File: config.mk
export PLATFORM = sky130hd
export DESIGN_NAME = line_fifo
export DESIGN_NICKNAME = d
export VERILOG_FILES = /design/src/rtl/vdma_frame_pkg.sv /design/src/rtl/line_fifo.sv
export VERILOG_INCLUDE_DIRS = /design/src /design/src/rtl
export SDC_FILE = /design/constraint.sdc
export NUM_CORES = 2
export LEC_CHECK = 0
export BUFFER_PORTS_ARGS = -buffer_cell sky130_fd_sc_hd__buf_2
export CAP_MARGIN = 20
export CORE_MARGIN = 4
export CORE_UTILIZATION = 50
export CTS_BUF_LIST = sky130_fd_sc_hd__clkbuf_2
export DETAILED_ROUTE_END_ITERATION = 12
export HOLD_SLACK_MARGIN = 0.06
export PLACE_DENSITY_LB_ADDON = 0.1
export SLEW_MARGIN = 20
export SYNTH_ARGS = -nofsm -noshare
export SYNTH_HDL_FRONTEND = slang
export SYNTH_SLANG_ARGS = --single-unit
File: constraint.sdc
create_clock -name M_AXI_ACLK -period 4.5 [get_ports M_AXI_ACLK]
set_input_delay 0.9 -clock M_AXI_ACLK [delete_from_list [all_inputs] [get_ports M_AXI_ACLK]]
set_output_delay 0.9 -clock M_AXI_ACLK [all_outputs]
set_load 0.03 [all_outputs]
File: src/rtl/vdma_macros.svh
/*
 * Global sizing for the video frame writer
 * Channel count, burst length, bus widths, pixel packing, FIFO depth
 */
`ifndef VDMA_MACROS_SVH
`define VDMA_MACROS_SVH

// Number of independent pixel channels
`define VDMA_CHANNELS 2

// Beats in a full AXI burst
`define VDMA_BURST_LEN 16

// AXI bus widths
`define VDMA_DATA_W 32
`define VDMA_ADDR_W 32

// Four 8-bit pixels share one data word
`define VDMA_PIX_PER_WORD 4

// Line FIFO entries per channel
`define VDMA_FIFO_DEPTH 64

// Width and height fields, in pixels
`define VDMA_DIM_W 12

`endif
File: src/rtl/vdma_frame_pkg.sv
/*
 * Image-side types: pixel word, dimensions, channel number,
 * per-channel frame configuration and the shared input beat
 */
`default_nettype none
`include "vdma_macros.svh"

package vdma_frame_pkg;

	// Pixel 0 sits in the low byte
	typedef logic [`VDMA_DATA_W-1:0] pixel_word_t;
	typedef logic [`VDMA_DIM_W-1:0] img_dim_t;
	typedef logic [$clog2(`VDMA_CHANNELS)-1:0] chan_id_t;

	// Base and stride are byte values, width and height are pixels
	typedef struct packed {
		logic [`VDMA_ADDR_W-1:0] base;
		logic [`VDMA_ADDR_W-1:0] stride;
		img_dim_t width;
		img_dim_t height;
	} frame_cfg_t;

	typedef struct packed {
		chan_id_t chan;
		pixel_word_t data;
	} pix_beat_t;

endpackage

`default_nettype wire

File: src/rtl/line_fifo.sv
/*
 * Synchronous line FIFO with valid/ready on both ports
 * and a registered fill count
 */
`timescale 1ns/1ns
`default_nettype none
`include "vdma_macros.svh"

module line_fifo #(
	parameter int DEPTH = `VDMA_FIFO_DEPTH
) (
	input wire M_AXI_ACLK,
	input wire M_AXI_ARESETN,
	input wire vdma_frame_pkg::pixel_word_t in_data,
	input wire in_valid,
	output logic in_ready,
	output vdma_frame_pkg::pixel_word_t out_data,
	output logic out_valid,
	input wire out_ready,
	output logic [$clog2(DEPTH+1)-1:0] count
);

	localparam int PTR_W = $clog2(DEPTH);

	vdma_frame_pkg::pixel_word_t mem [DEPTH];
	logic [PTR_W-1:0] wr_ptr;
	logic [PTR_W-1:0] rd_ptr;
	logic push;
	logic pop;

	assign in_ready = (count != DEPTH[$clog2(DEPTH+1)-1:0]);
	assign out_valid = (count != '0);
	assign out_data = mem[rd_ptr];

	assign push = in_valid && in_ready;
	assign pop = out_valid && out_ready;

	// Word storage
	always_ff @(posedge M_AXI_ACLK) begin
		if (push) begin
			mem[wr_ptr] <= in_data;
		end
	end

	always_ff @(posedge M_AXI_ACLK) begin
		if (!M_AXI_ARESETN) begin
			wr_ptr <= '0;
			rd_ptr <= '0;
			count <= '0;
		end else begin
			if (push) begin
				wr_ptr <= wr_ptr + 1'b1;
			end
			if (pop) begin
				rd_ptr <= rd_ptr + 1'b1;
			end
			// Simultaneous push and pop leave the count unchanged
			if (push && !pop) begin
				count <= count + 1'b1;
			end else if (pop && !push) begin
				count <= count - 1'b1;
			end
		end
	end

endmodule

`default_nettype wire

==> metrics <==
ratio of cells with drive above 1 in the final layout=44.60%; YS warnings=0; unrepaired setup endpoints after global routing=yes; post-layout util=59.44%; post-synth top area share=77.85%; drt first pass iters=5; post-synth top area cell=edfxtp_1; EDFF count, synth=2048; Final Non-Filler Cells=6737; Pint=32.21 mW; FF+latch count, synth=2073; Net Switching=13.06 mW; Worst-Margin Slew=1206 ps; Max Freq=193.6 MHz; pre-CTS WS=307.7 ps; drt wl/cell=33.55 um; startpoint class of the critical path=flop; final cycle utilization of the critical path=114.8%; GRT Resource Usage Total=27.92%; Area growth syn-to-layout=17.80%; largest net degree at the start of global routing=65; failing checks=setup timing; Clock Pin Slew Worst Setup and Hold Paths=100 ps; Final setup viols=32; P per Cell Area=486.4 nW/um^2; vias in the first global route=43620; GR Overflow Total=0; Synth top cells by count=edfxtp_1 (2048), mux4_2 (512), a21oi_1 (95); flop-to-flop setup slack=1010 ps; residual DRC count=0; Final Hold Viols=0; Worst Path Arrival=4270 ps; Post-Syn Nets=3471; synthesized instance count=3426; IO Port Bufs=76; clock skew=136.9 ps; Nets=4374; Pleak=29.80 nW; worst hold start=in_data[29]; vias per inst=6.200; R2R depth=11; final RePlAce weighted congestion=0.8179; Critical Path RT=3600 ps; number of DRC markers in iteration 0=4589; CP Max Fanout=6; run status=complete, but fails checks; cell area after synthesis=78990 um^2; Vias=41770; Clock Path Buffers=4; Seq/Total Area, Yosys=78.49%; clock root cell=clkbuf_2; Max Cap Violations=0; I/O Pins=77; top cells by area, synth=edfxtp_1 (78%), mux4_2 (15%), mux2i_1 (0.99%); WHS Endpoint=mem[45][29]$_DFFE_PP_; Die Ht=405.5 um; Synth async-reset ratio=0%; Die W=405.5 um; Synth cell types=55; Starting Density=50.45%; Worst VDD drop=0.4198 mV; Seq pwr share=47.4%; core box area=156600 um^2; DP HPWL=125600 um; worst setup path category=flop to output pin; clock latency on the worst-skew pair=1740 ps; synthesized area per cell=23.06 um^2; CP Capture Type=output pin; Row Count=145; CTS tree=yes; Slew Viols, Final=0; Clock power frac=26.4%; initial antenna violation count=15; htree depth=6; Routed Antenna Nets=0; top_reg_cell synth=edfxtp_1; setup_tns=-17400 ps; combinational power share=26.2%; clock sinks=2073; DRT Wirelength=226100 um; worst hold-check path type=primary input to flop; first-pass GRT wire length=318700 um; cts bufs inserted=542; Critical R2R Capture=count[5]$_SDFFE_PN0P_; most numerous cell in the Yosys netlist=edfxtp_1; Worst Slack Setup Final=-665.5 ps; dpl cells=5650; min cycle time layout=5165 ps; headroom to the max-slew limit=19.59%; Critical R2R Launch=count[2]$_SDFFE_PN0P_; switch share=28.84%; Hold Path Cell Cnt=2; die footprint=164400 um^2; Hold Slack=246.7 ps
==> cell type report <==
class / instances / area, um^2
clock inverter: 129 / 580.6
multi-input combinational: 1155 / 18010
fill: 11410 / 63510
timing repair buffer: 552 / 6061
clock buffer: 752 / 3764
antenna: 13 / 32.53
tap: 2058 / 2575
sequential: 2073 / 62020
inverter: 5 / 18.77
==> placed cells by master (no fill, tap or decap), types with 45 or more instances in the layout <==
cell type      synthesis  layout
edfxtp_1            2048    2048
clkbuf_2               0     753
mux4_2               512     512
buf_4                 32     281
clkinv_1               0      99
nor2_4                 0      69
buf_6                 18      66
buf_12                 0      59
dlygate4sd3_1          0      54
a21oi_1               95      53
mux2i_1               78      45
==> how the worst max path moves through the flow <==
stage,start,endpoint,cells after the start
2_1_floorplan,in_valid,mem[59][0]$_DFFE_PP_,5
3_3_place_gp,flop,out_data[26],8
3_5_place_dp,flop,out_data[26],9
4_1_cts,flop,out_data[20],12
5_1_grt,flop,out_data[20],12
6_report,flop,out_data[20],12
==> sequential cells by signal, indices dropped and copies added (netlist names), named ones only <==
register,cells
count,7
rd_ptr,6
mem,2048
wr_ptr,6
==> kinds of logic after synthesis <==
kind of cell               Yosys count  share of synthesized area, %
xor gates and xnor gates            12                        0.1330
muxes                              596                         15.67
DFF                               2073                         78.49
AOI/OAI and AO/OA                  325                         2.886
adders and majority gates            9                        0.1521
buffers and inverters              198                         1.357
and+or+nand+nor                    213                         1.313
==> power by group through the flow <==
| stage | registers [mW] | clock network, mW | logic (mW) |
|---|---|---|---|
| floorplan | 21.9 | 0 | 6.08 |
| global placement | 21.9 | 0 | 8.65 |
| detailed placement | 22.0 | 0 | 8.74 |
| CTS | 21.4 | 12.2 | 11.4 |
| global route | 21.5 | 13.3 | 12.5 |
| finish | 21.4 | 12.0 | 11.9 |
==> timing repair <==
action,CTS,global route
resized for setup,362,117
setup endpoints to repair,32,32
pin swaps,43,51
hold buffers,55,0
setup buffers,94,33
cloned,22,4
hold endpoints to repair,2068,0
==> critical path, cell delays in order (launching register included) <==
cell and delay [ps]:
dfxtp_4 400, buf_12 150, buf_16 160, buf_16 130, buf_12 140, buf_12 110, mux4_2 550, o22ai_1 180
nor2_1 80, a21oi_2 250, buf_6 180, a221oi_4 60, buf_6 180
==> layer usage <==
| layer | GRT usage [%] | vias to the layer above | wire [um] |
|---|---|---|---|
| li1 | - | 16910 | - |
| met1 | 38.05 | 22370 | 87830 |
| met2 | 45.23 | 2138 | 111900 |
| met3 | 6.078 | 361 | 19920 |
| met4 | 9.715 | 0 | 6453 |
| met5 | 0 | - | 0 |
==> through the flow <==
stage | cell area, um^2 | power, mW
2_1_floorplan | 78990 | 27.97
3_3_place_gp | 83900 | 30.59
3_5_place_dp | 83920 | 30.70
4_1_cts | 92140 | 45.08
5_1_grt | 93030 | 47.27
6_report | 93060 | 45.27
Note: power is estimated with default switching activity, not from simulation.
