$ cat src/rtl/vdma_macros.svh
/*
 * Global sizing for the video frame writer
 * Channel count, burst length, bus widths, pixel packing, FIFO depth
 */
`ifndef VDMA_MACROS_SVH
`define VDMA_MACROS_SVH

// Number of independent pixel channels
`define VDMA_CHANNELS 2

// Beats in a full AXI burst
`define VDMA_BURST_LEN 16

// AXI bus widths
`define VDMA_DATA_W 32
`define VDMA_ADDR_W 32

// Four 8-bit pixels share one data word
`define VDMA_PIX_PER_WORD 4

// Line FIFO entries per channel
`define VDMA_FIFO_DEPTH 64

// Width and height fields, in pixels
`define VDMA_DIM_W 12

`endif
$ cat src/rtl/vdma_axi_pkg.sv
/*
 * AXI write-side types: address, AWLEN, AW request, W beat,
 * B response and the frame writer state machine
 */
`default_nettype none
`include "vdma_macros.svh"

package vdma_axi_pkg;

	typedef logic [`VDMA_ADDR_W-1:0] axi_addr_t;

	// AWLEN holds beats minus one
	typedef logic [7:0] burst_len_t;

	typedef struct packed {
		axi_addr_t addr;
		burst_len_t len;
	} aw_req_t;

	typedef struct packed {
		logic [`VDMA_DATA_W-1:0] data;
		logic last;
	} w_beat_t;

	// OKAY, EXOKAY, SLVERR, DECERR
	typedef logic [1:0] b_resp_t;

	typedef enum logic [1:0] {
		st_idle,
		st_addr,
		st_data,
		st_resp
	} writer_state_t;

endpackage

`default_nettype wire

$ cat src/rtl/vdma_frame_pkg.sv
/*
 * Image-side types: pixel word, dimensions, channel number,
 * per-channel frame configuration and the shared input beat
 */
`default_nettype none
`include "vdma_macros.svh"

package vdma_frame_pkg;

	// Pixel 0 sits in the low byte
	typedef logic [`VDMA_DATA_W-1:0] pixel_word_t;
	typedef logic [`VDMA_DIM_W-1:0] img_dim_t;
	typedef logic [$clog2(`VDMA_CHANNELS)-1:0] chan_id_t;

	// Base and stride are byte values, width and height are pixels
	typedef struct packed {
		logic [`VDMA_ADDR_W-1:0] base;
		logic [`VDMA_ADDR_W-1:0] stride;
		img_dim_t width;
		img_dim_t height;
	} frame_cfg_t;

	typedef struct packed {
		chan_id_t chan;
		pixel_word_t data;
	} pix_beat_t;

endpackage

`default_nettype wire

$ cat src/rtl/frame_writer.sv
/*
 * Per-channel frame writer
 * Cuts each image row into INCR bursts, one burst in flight,
 * and pulses frame_done after the last response of the frame
 */
`timescale 1ns/1ns
`default_nettype none
`include "vdma_macros.svh"

module frame_writer (
	input wire M_AXI_ACLK,
	input wire M_AXI_ARESETN,
	input wire vdma_frame_pkg::frame_cfg_t cfg,
	input wire vdma_frame_pkg::pixel_word_t rd_data,
	input wire rd_valid,
	output logic rd_ready,
	input wire [$clog2(`VDMA_FIFO_DEPTH+1)-1:0] rd_count,
	output vdma_axi_pkg::aw_req_t aw_req,
	output logic aw_valid,
	input wire aw_ready,
	output vdma_axi_pkg::w_beat_t w_beat,
	output logic w_valid,
	input wire w_ready,
	input wire b_valid,
	input wire vdma_axi_pkg::b_resp_t b_resp,
	output logic b_ready,
	output logic frame_done
);

	localparam int BYTE_SHIFT = $clog2(`VDMA_DATA_W / 8);
	localparam vdma_frame_pkg::img_dim_t FULL_WORDS = `VDMA_BURST_LEN;

	vdma_axi_pkg::writer_state_t state;
	vdma_axi_pkg::axi_addr_t cur_addr;
	vdma_axi_pkg::axi_addr_t line_addr;
	vdma_axi_pkg::burst_len_t burst_len;
	vdma_axi_pkg::burst_len_t beat_cnt;
	vdma_frame_pkg::img_dim_t col_left;
	vdma_frame_pkg::img_dim_t rows_left;
	vdma_frame_pkg::img_dim_t row_words;
	vdma_frame_pkg::img_dim_t next_words;
	logic row_end;
	logic frame_end;
	logic w_last;

	// ------------------------------------------------------------------
	// Frame geometry
	// ------------------------------------------------------------------

	assign row_words = cfg.width / `VDMA_PIX_PER_WORD;

	// Short tail burst when the row is not a multiple of the burst
	assign next_words = (col_left > FULL_WORDS) ? FULL_WORDS : col_left;
	assign row_end = (col_left == next_words);
	assign frame_end = row_end && (rows_left == vdma_frame_pkg::img_dim_t'(1));

	// Position moves on when the burst's response returns
	always_ff @(posedge M_AXI_ACLK) begin
		if (!M_AXI_ARESETN) begin
			cur_addr <= cfg.base;
			line_addr <= cfg.base;
			col_left <= row_words;
			rows_left <= cfg.height;
		end else if (state == vdma_axi_pkg::st_resp && b_valid) begin
			if (frame_end) begin
				// Wrap to the top of the next frame
				cur_addr <= cfg.base;
				line_addr <= cfg.base;
				col_left <= row_words;
				rows_left <= cfg.height;
			end else if (row_end) begin
				cur_addr <= line_addr + cfg.stride;
				line_addr <= line_addr + cfg.stride;
				col_left <= row_words;
				rows_left <= rows_left - 1'b1;
			end else begin
				cur_addr <= cur_addr + (vdma_axi_pkg::axi_addr_t'(next_words) << BYTE_SHIFT);
				col_left <= col_left - next_words;
			end
		end
	end

	// ------------------------------------------------------------------
	// Burst FSM
	// ------------------------------------------------------------------

	assign w_last = (beat_cnt == burst_len);

	always_ff @(posedge M_AXI_ACLK) begin
		if (!M_AXI_ARESETN) begin
			state <= vdma_axi_pkg::st_idle;
			burst_len <= '0;
			beat_cnt <= '0;
			frame_done <= 1'b0;
		end else begin
			frame_done <= 1'b0;
			case (state)
				vdma_axi_pkg::st_idle: begin
					// Start only once the whole burst sits in the FIFO
					if (vdma_frame_pkg::img_dim_t'(rd_count) >= next_words) begin
						burst_len <= vdma_axi_pkg::burst_len_t'(next_words - 1'b1);
						state <= vdma_axi_pkg::st_addr;
					end
				end
				vdma_axi_pkg::st_addr: begin
					if (aw_ready) begin
						beat_cnt <= '0;
						state <= vdma_axi_pkg::st_data;
					end
				end
				vdma_axi_pkg::st_data: begin
					if (w_valid && w_ready) begin
						beat_cnt <= beat_cnt + 1'b1;
						if (w_last) begin
							state <= vdma_axi_pkg::st_resp;
						end
					end
				end
				vdma_axi_pkg::st_resp: begin
					// Error responses are reported upstream, the frame goes on
					if (b_valid) begin
						frame_done <= frame_end;
						state <= vdma_axi_pkg::st_idle;
					end
				end
				default: state <= vdma_axi_pkg::st_idle;
			endcase
		end
	end

	// ------------------------------------------------------------------
	// Channel outputs
	// ------------------------------------------------------------------

	assign aw_valid = (state == vdma_axi_pkg::st_addr);
	assign aw_req.addr = cur_addr;
	assign aw_req.len = burst_len;

	// W beats come straight out of the FIFO
	assign w_valid = (state == vdma_axi_pkg::st_data) && rd_valid;
	assign rd_ready = (state == vdma_axi_pkg::st_data) && w_ready;
	assign w_beat.data = rd_data;
	assign w_beat.last = w_last;

	assign b_ready = (state == vdma_axi_pkg::st_resp);

endmodule

`default_nettype wire

$ cat config.mk
export PLATFORM = sky130hd
export DESIGN_NAME = frame_writer
export DESIGN_NICKNAME = d
export VERILOG_FILES = /design/src/rtl/vdma_axi_pkg.sv /design/src/rtl/vdma_frame_pkg.sv /design/src/rtl/frame_writer.sv
export VERILOG_INCLUDE_DIRS = /design/src /design/src/rtl
export SDC_FILE = /design/constraint.sdc
export NUM_CORES = 1
export LEC_CHECK = 0
export BUFFER_PORTS_ARGS = -buffer_cell sky130_fd_sc_hd__buf_2
export CELL_PAD_IN_SITES_DETAIL_PLACEMENT = 1
export CELL_PAD_IN_SITES_GLOBAL_PLACEMENT = 2
export CORE_MARGIN = 2
export CORE_UTILIZATION = 32
export CTS_CLUSTER_DIAMETER = 100
export DETAILED_ROUTE_END_ITERATION = 16
export PLACE_DENSITY = 0.8
export SLEW_MARGIN = 15
export SYNTH_ARGS = -nofsm -noshare
export SYNTH_HDL_FRONTEND = slang
export SYNTH_SLANG_ARGS = --single-unit
$ cat constraint.sdc
create_clock -name M_AXI_ACLK -period 6.7 [get_ports M_AXI_ACLK]
set_clock_uncertainty 0.05 [all_clocks]
set_input_delay 0.67 -clock M_AXI_ACLK [delete_from_list [all_inputs] [get_ports M_AXI_ACLK]]
set_output_delay 0.67 -clock M_AXI_ACLK [all_outputs]
set_load 0.05 [all_outputs]
==> results.toml <==
[drt]
drt_iter0_markers = 373
wl_per_cell_um = 17.86
drtAntennaViolNets = 0
vias = 6720
viasPerCell = 5.161
drc_errors = 0
dr.pass1.iters = 5
routed_wl_um = 23250

[power_and_ir_drop]
swShare = 0.3996
ir_drop_v = 0.0001319
total_leakage_power_nw = 3.839
finalPower_mw = 2.372
pwr-share-seq = 0.378
switching_power_mw = 0.9477
p_clk_frac = 0.219
p_per_area_nw_per_um2 = 263.5
intPower_mw = 1.424
power_frac_comb = 0.403

[critical_path]
worstPathArrival_ns = 5.28
critPathKind = "register to register"
startpoint_type = "register"
reg2reg_slack_ns = 1.44
required_ns = 6.72
cp-end-kind = "register"
path_max_fanout = 11

[yosys]
yosys.area.top_type = "edfxtp_1"
synthTopCellsByArea = "edfxtp_1, ha_1, nand2_1"
yosys.cell_count.top_type = "nand2_1"
yosys-top-cells-count = "nand2_1, edfxtp_1, o21ai_0"
synth-main-ff-cell = "edfxtp_1"
yosysWarnings = 0
synth_area_sq_um = 7885
yosys.cell_types.count = 64
synthArstFlopShare = 0
synth_top_area_frac = 0.3275
seq_area_frac_synth = 0.3808
syn_avg_cell_area_sq_um = 9.116
ys_seq_elements = 107
syn-instance-count = 865
synth_edf_count = 86

[clock_tree]
insertion_delay_ns = 0.36
cts_resized = 0
cts_max_level = 3
cts.sinks = 107
ctsHoldBuffers = 0
cts_setup_buffers = 0
cts_made_buffers = 9
path_clk_slew_ns = 0.08
ctsLongestPathBuffers = 2
cts_tree = "built"
cts_root_buf = "clkbuf_16"

[sta]
max_freq_mhz = 190.2
maxSlewViolCount = 0
slew_headroom = 0.3174
setup_viol = 0
hold_viol = 0
worstMarginPinSlew_ns = 1.021
finalCritPeriodShare = 0.7846
period_minus_slack_ns = 5.257
rsz0062_at_grt = "false"
finalSetupTns_ns = 0

[grt]
antenna_found_initial = 0
grt_max_degree = 49
grt_pass1_wl_um = 37160
grt_pass1_vias = 6893
grtUsageTotal = 0.1819
grt_overflow = 0

[outcome]
status = "finished, final reports clean"

[placement]
dp.cells = 1286
port_buffers = 144
place_congestion = 0.7990
hpwl_um = 17610

[flow_run]
drv_cap = 0

[floorplan]
core_sq_um = 24250
dieWidth_um = 161.0
start_util = 0.3252
io_pins = 213
row_count = 57
dieArea_sq_um = 25910
die_y_um = 161.0

[layout]
fillers = 2916
layout.nets = 1169
area_delta_synth_final_pct = 14.17
drive_gt1_frac = 0.1892
antenna_cells = 0
fin_cells = 1302

[min_path]
hold_class = "register to register"
-- sequential cells by signal, indices dropped and copies added, names as in the netlist --
register    flops
state           2
cur_addr       32
burst_len       8
frame_done      1
rows_left      12
beat_cnt        8
col_left       12
line_addr      32
-- per-stage QoR --
step,hold WS [ns],instance area (sq um),worst slack (ns),utilization
6_report,0.4488,9002,1.443,0.3713
5_1_grt,0.4828,9002,1.021,0.3713
4_1_cts,0.4557,9002,1.389,0.3713
3_5_place_dp,0.4469,8738,1.434,0.3604
3_3_place_gp,0.4409,8738,1.443,0.3604
2_1_floorplan,0.4152,7915,1.005,-
-- power by group through the flow --
stage | Combinational, mW | Clock, mW | Sequential [mW]
2_1_floorplan | 0.668 | 0 | 1.01
5_1_grt | 1.06 | 0.551 | 0.911
3_3_place_gp | 0.943 | 0 | 0.909
6_report | 0.955 | 0.520 | 0.896
4_1_cts | 0.961 | 0.531 | 0.898
3_5_place_dp | 0.955 | 0 | 0.912
-- layer usage --
layer / track usage / wire, um
met2: 0.3014 / 10800
met4: 0.04261 / 290
met5: 0 / 0
met3: 0.02902 / 944
met1: 0.2501 / 11220
-- final cells by class --
class,instances,area [sq um],area share
Tap cell,324,405.4,0.04503
Clock buffer,11,234.0,0.02599
Timing Repair Buffer,150,765.7,0.08506
Clock inverter,5,30.03,0.003336
Inverter,24,90.09,0.01001
Multi-Input combinational cell,681,4474,0.4970
Sequential cell,107,3003,0.3336
-- logic make-up after synthesis --
kind of cell | count (synthesis) | synth area share
AOI/OAI and AO/OA | 233 | 0.1891
xor gates and xnor gates | 90 | 0.09997
adders and majority gates | 62 | 0.09997
buffers and inverters | 85 | 0.05823
DFF | 107 | 0.3808
muxes | 7 | 0.008886
other | 2 | 0.0009524
and+or+nand+nor | 279 | 0.1620
-- worst paths after layout --
path,endpoint,from,depth (start not counted)
max,cur_addr[27],col_left[1],14
max reg2reg,cur_addr[27],col_left[1],14
min reg2reg,state[1],state[1],2
min,state[1],state[1],2
-- placed cells by master (no fill, tap or decap), types with 4 or more instances in the layout --
cell type  instances
a211o_1            5
xnor2_1           48
clkbuf_16          9
o211ai_1           5
nor4_1             6
inv_1             23
a31oi_1           11
buf_4              6
edfxtp_1          86
and2_1             5
o21a_1             4
nor2_1            55
nand3_1           16
nand2_1          129
xor2_1            42
o221ai_1           8
dfxtp_1           21
nor3_1            13
nand2b_1           7
o21bai_1           5
nand4_1            9
buf_2            144
conb_1            10
or2_2              5
o21ai_0           72
mux2i_1            7
a221oi_1           4
and3_1            13
a2bb2oi_1          4
a21o_1            20
nor2b_1            5
a21oi_1           57
ha_1              59
a211oi_1           6
-- worst max-delay path: stages (launching register included) --
cell and delay [ns]:
edfxtp_1 0.46, or3_1 0.45, or2_2 0.35, a211oi_2 0.87, nand2_1 0.28, inv_1 0.17
ha_1 0.24, a211oi_1 0.37, nor3_1 0.12, o311a_1 0.31, or3_4 0.42, a31oi_4 0.43
nor2_1 0.10, xnor2_1 0.18, o221ai_1 0.14
Power figures use the tool's default switching activity.
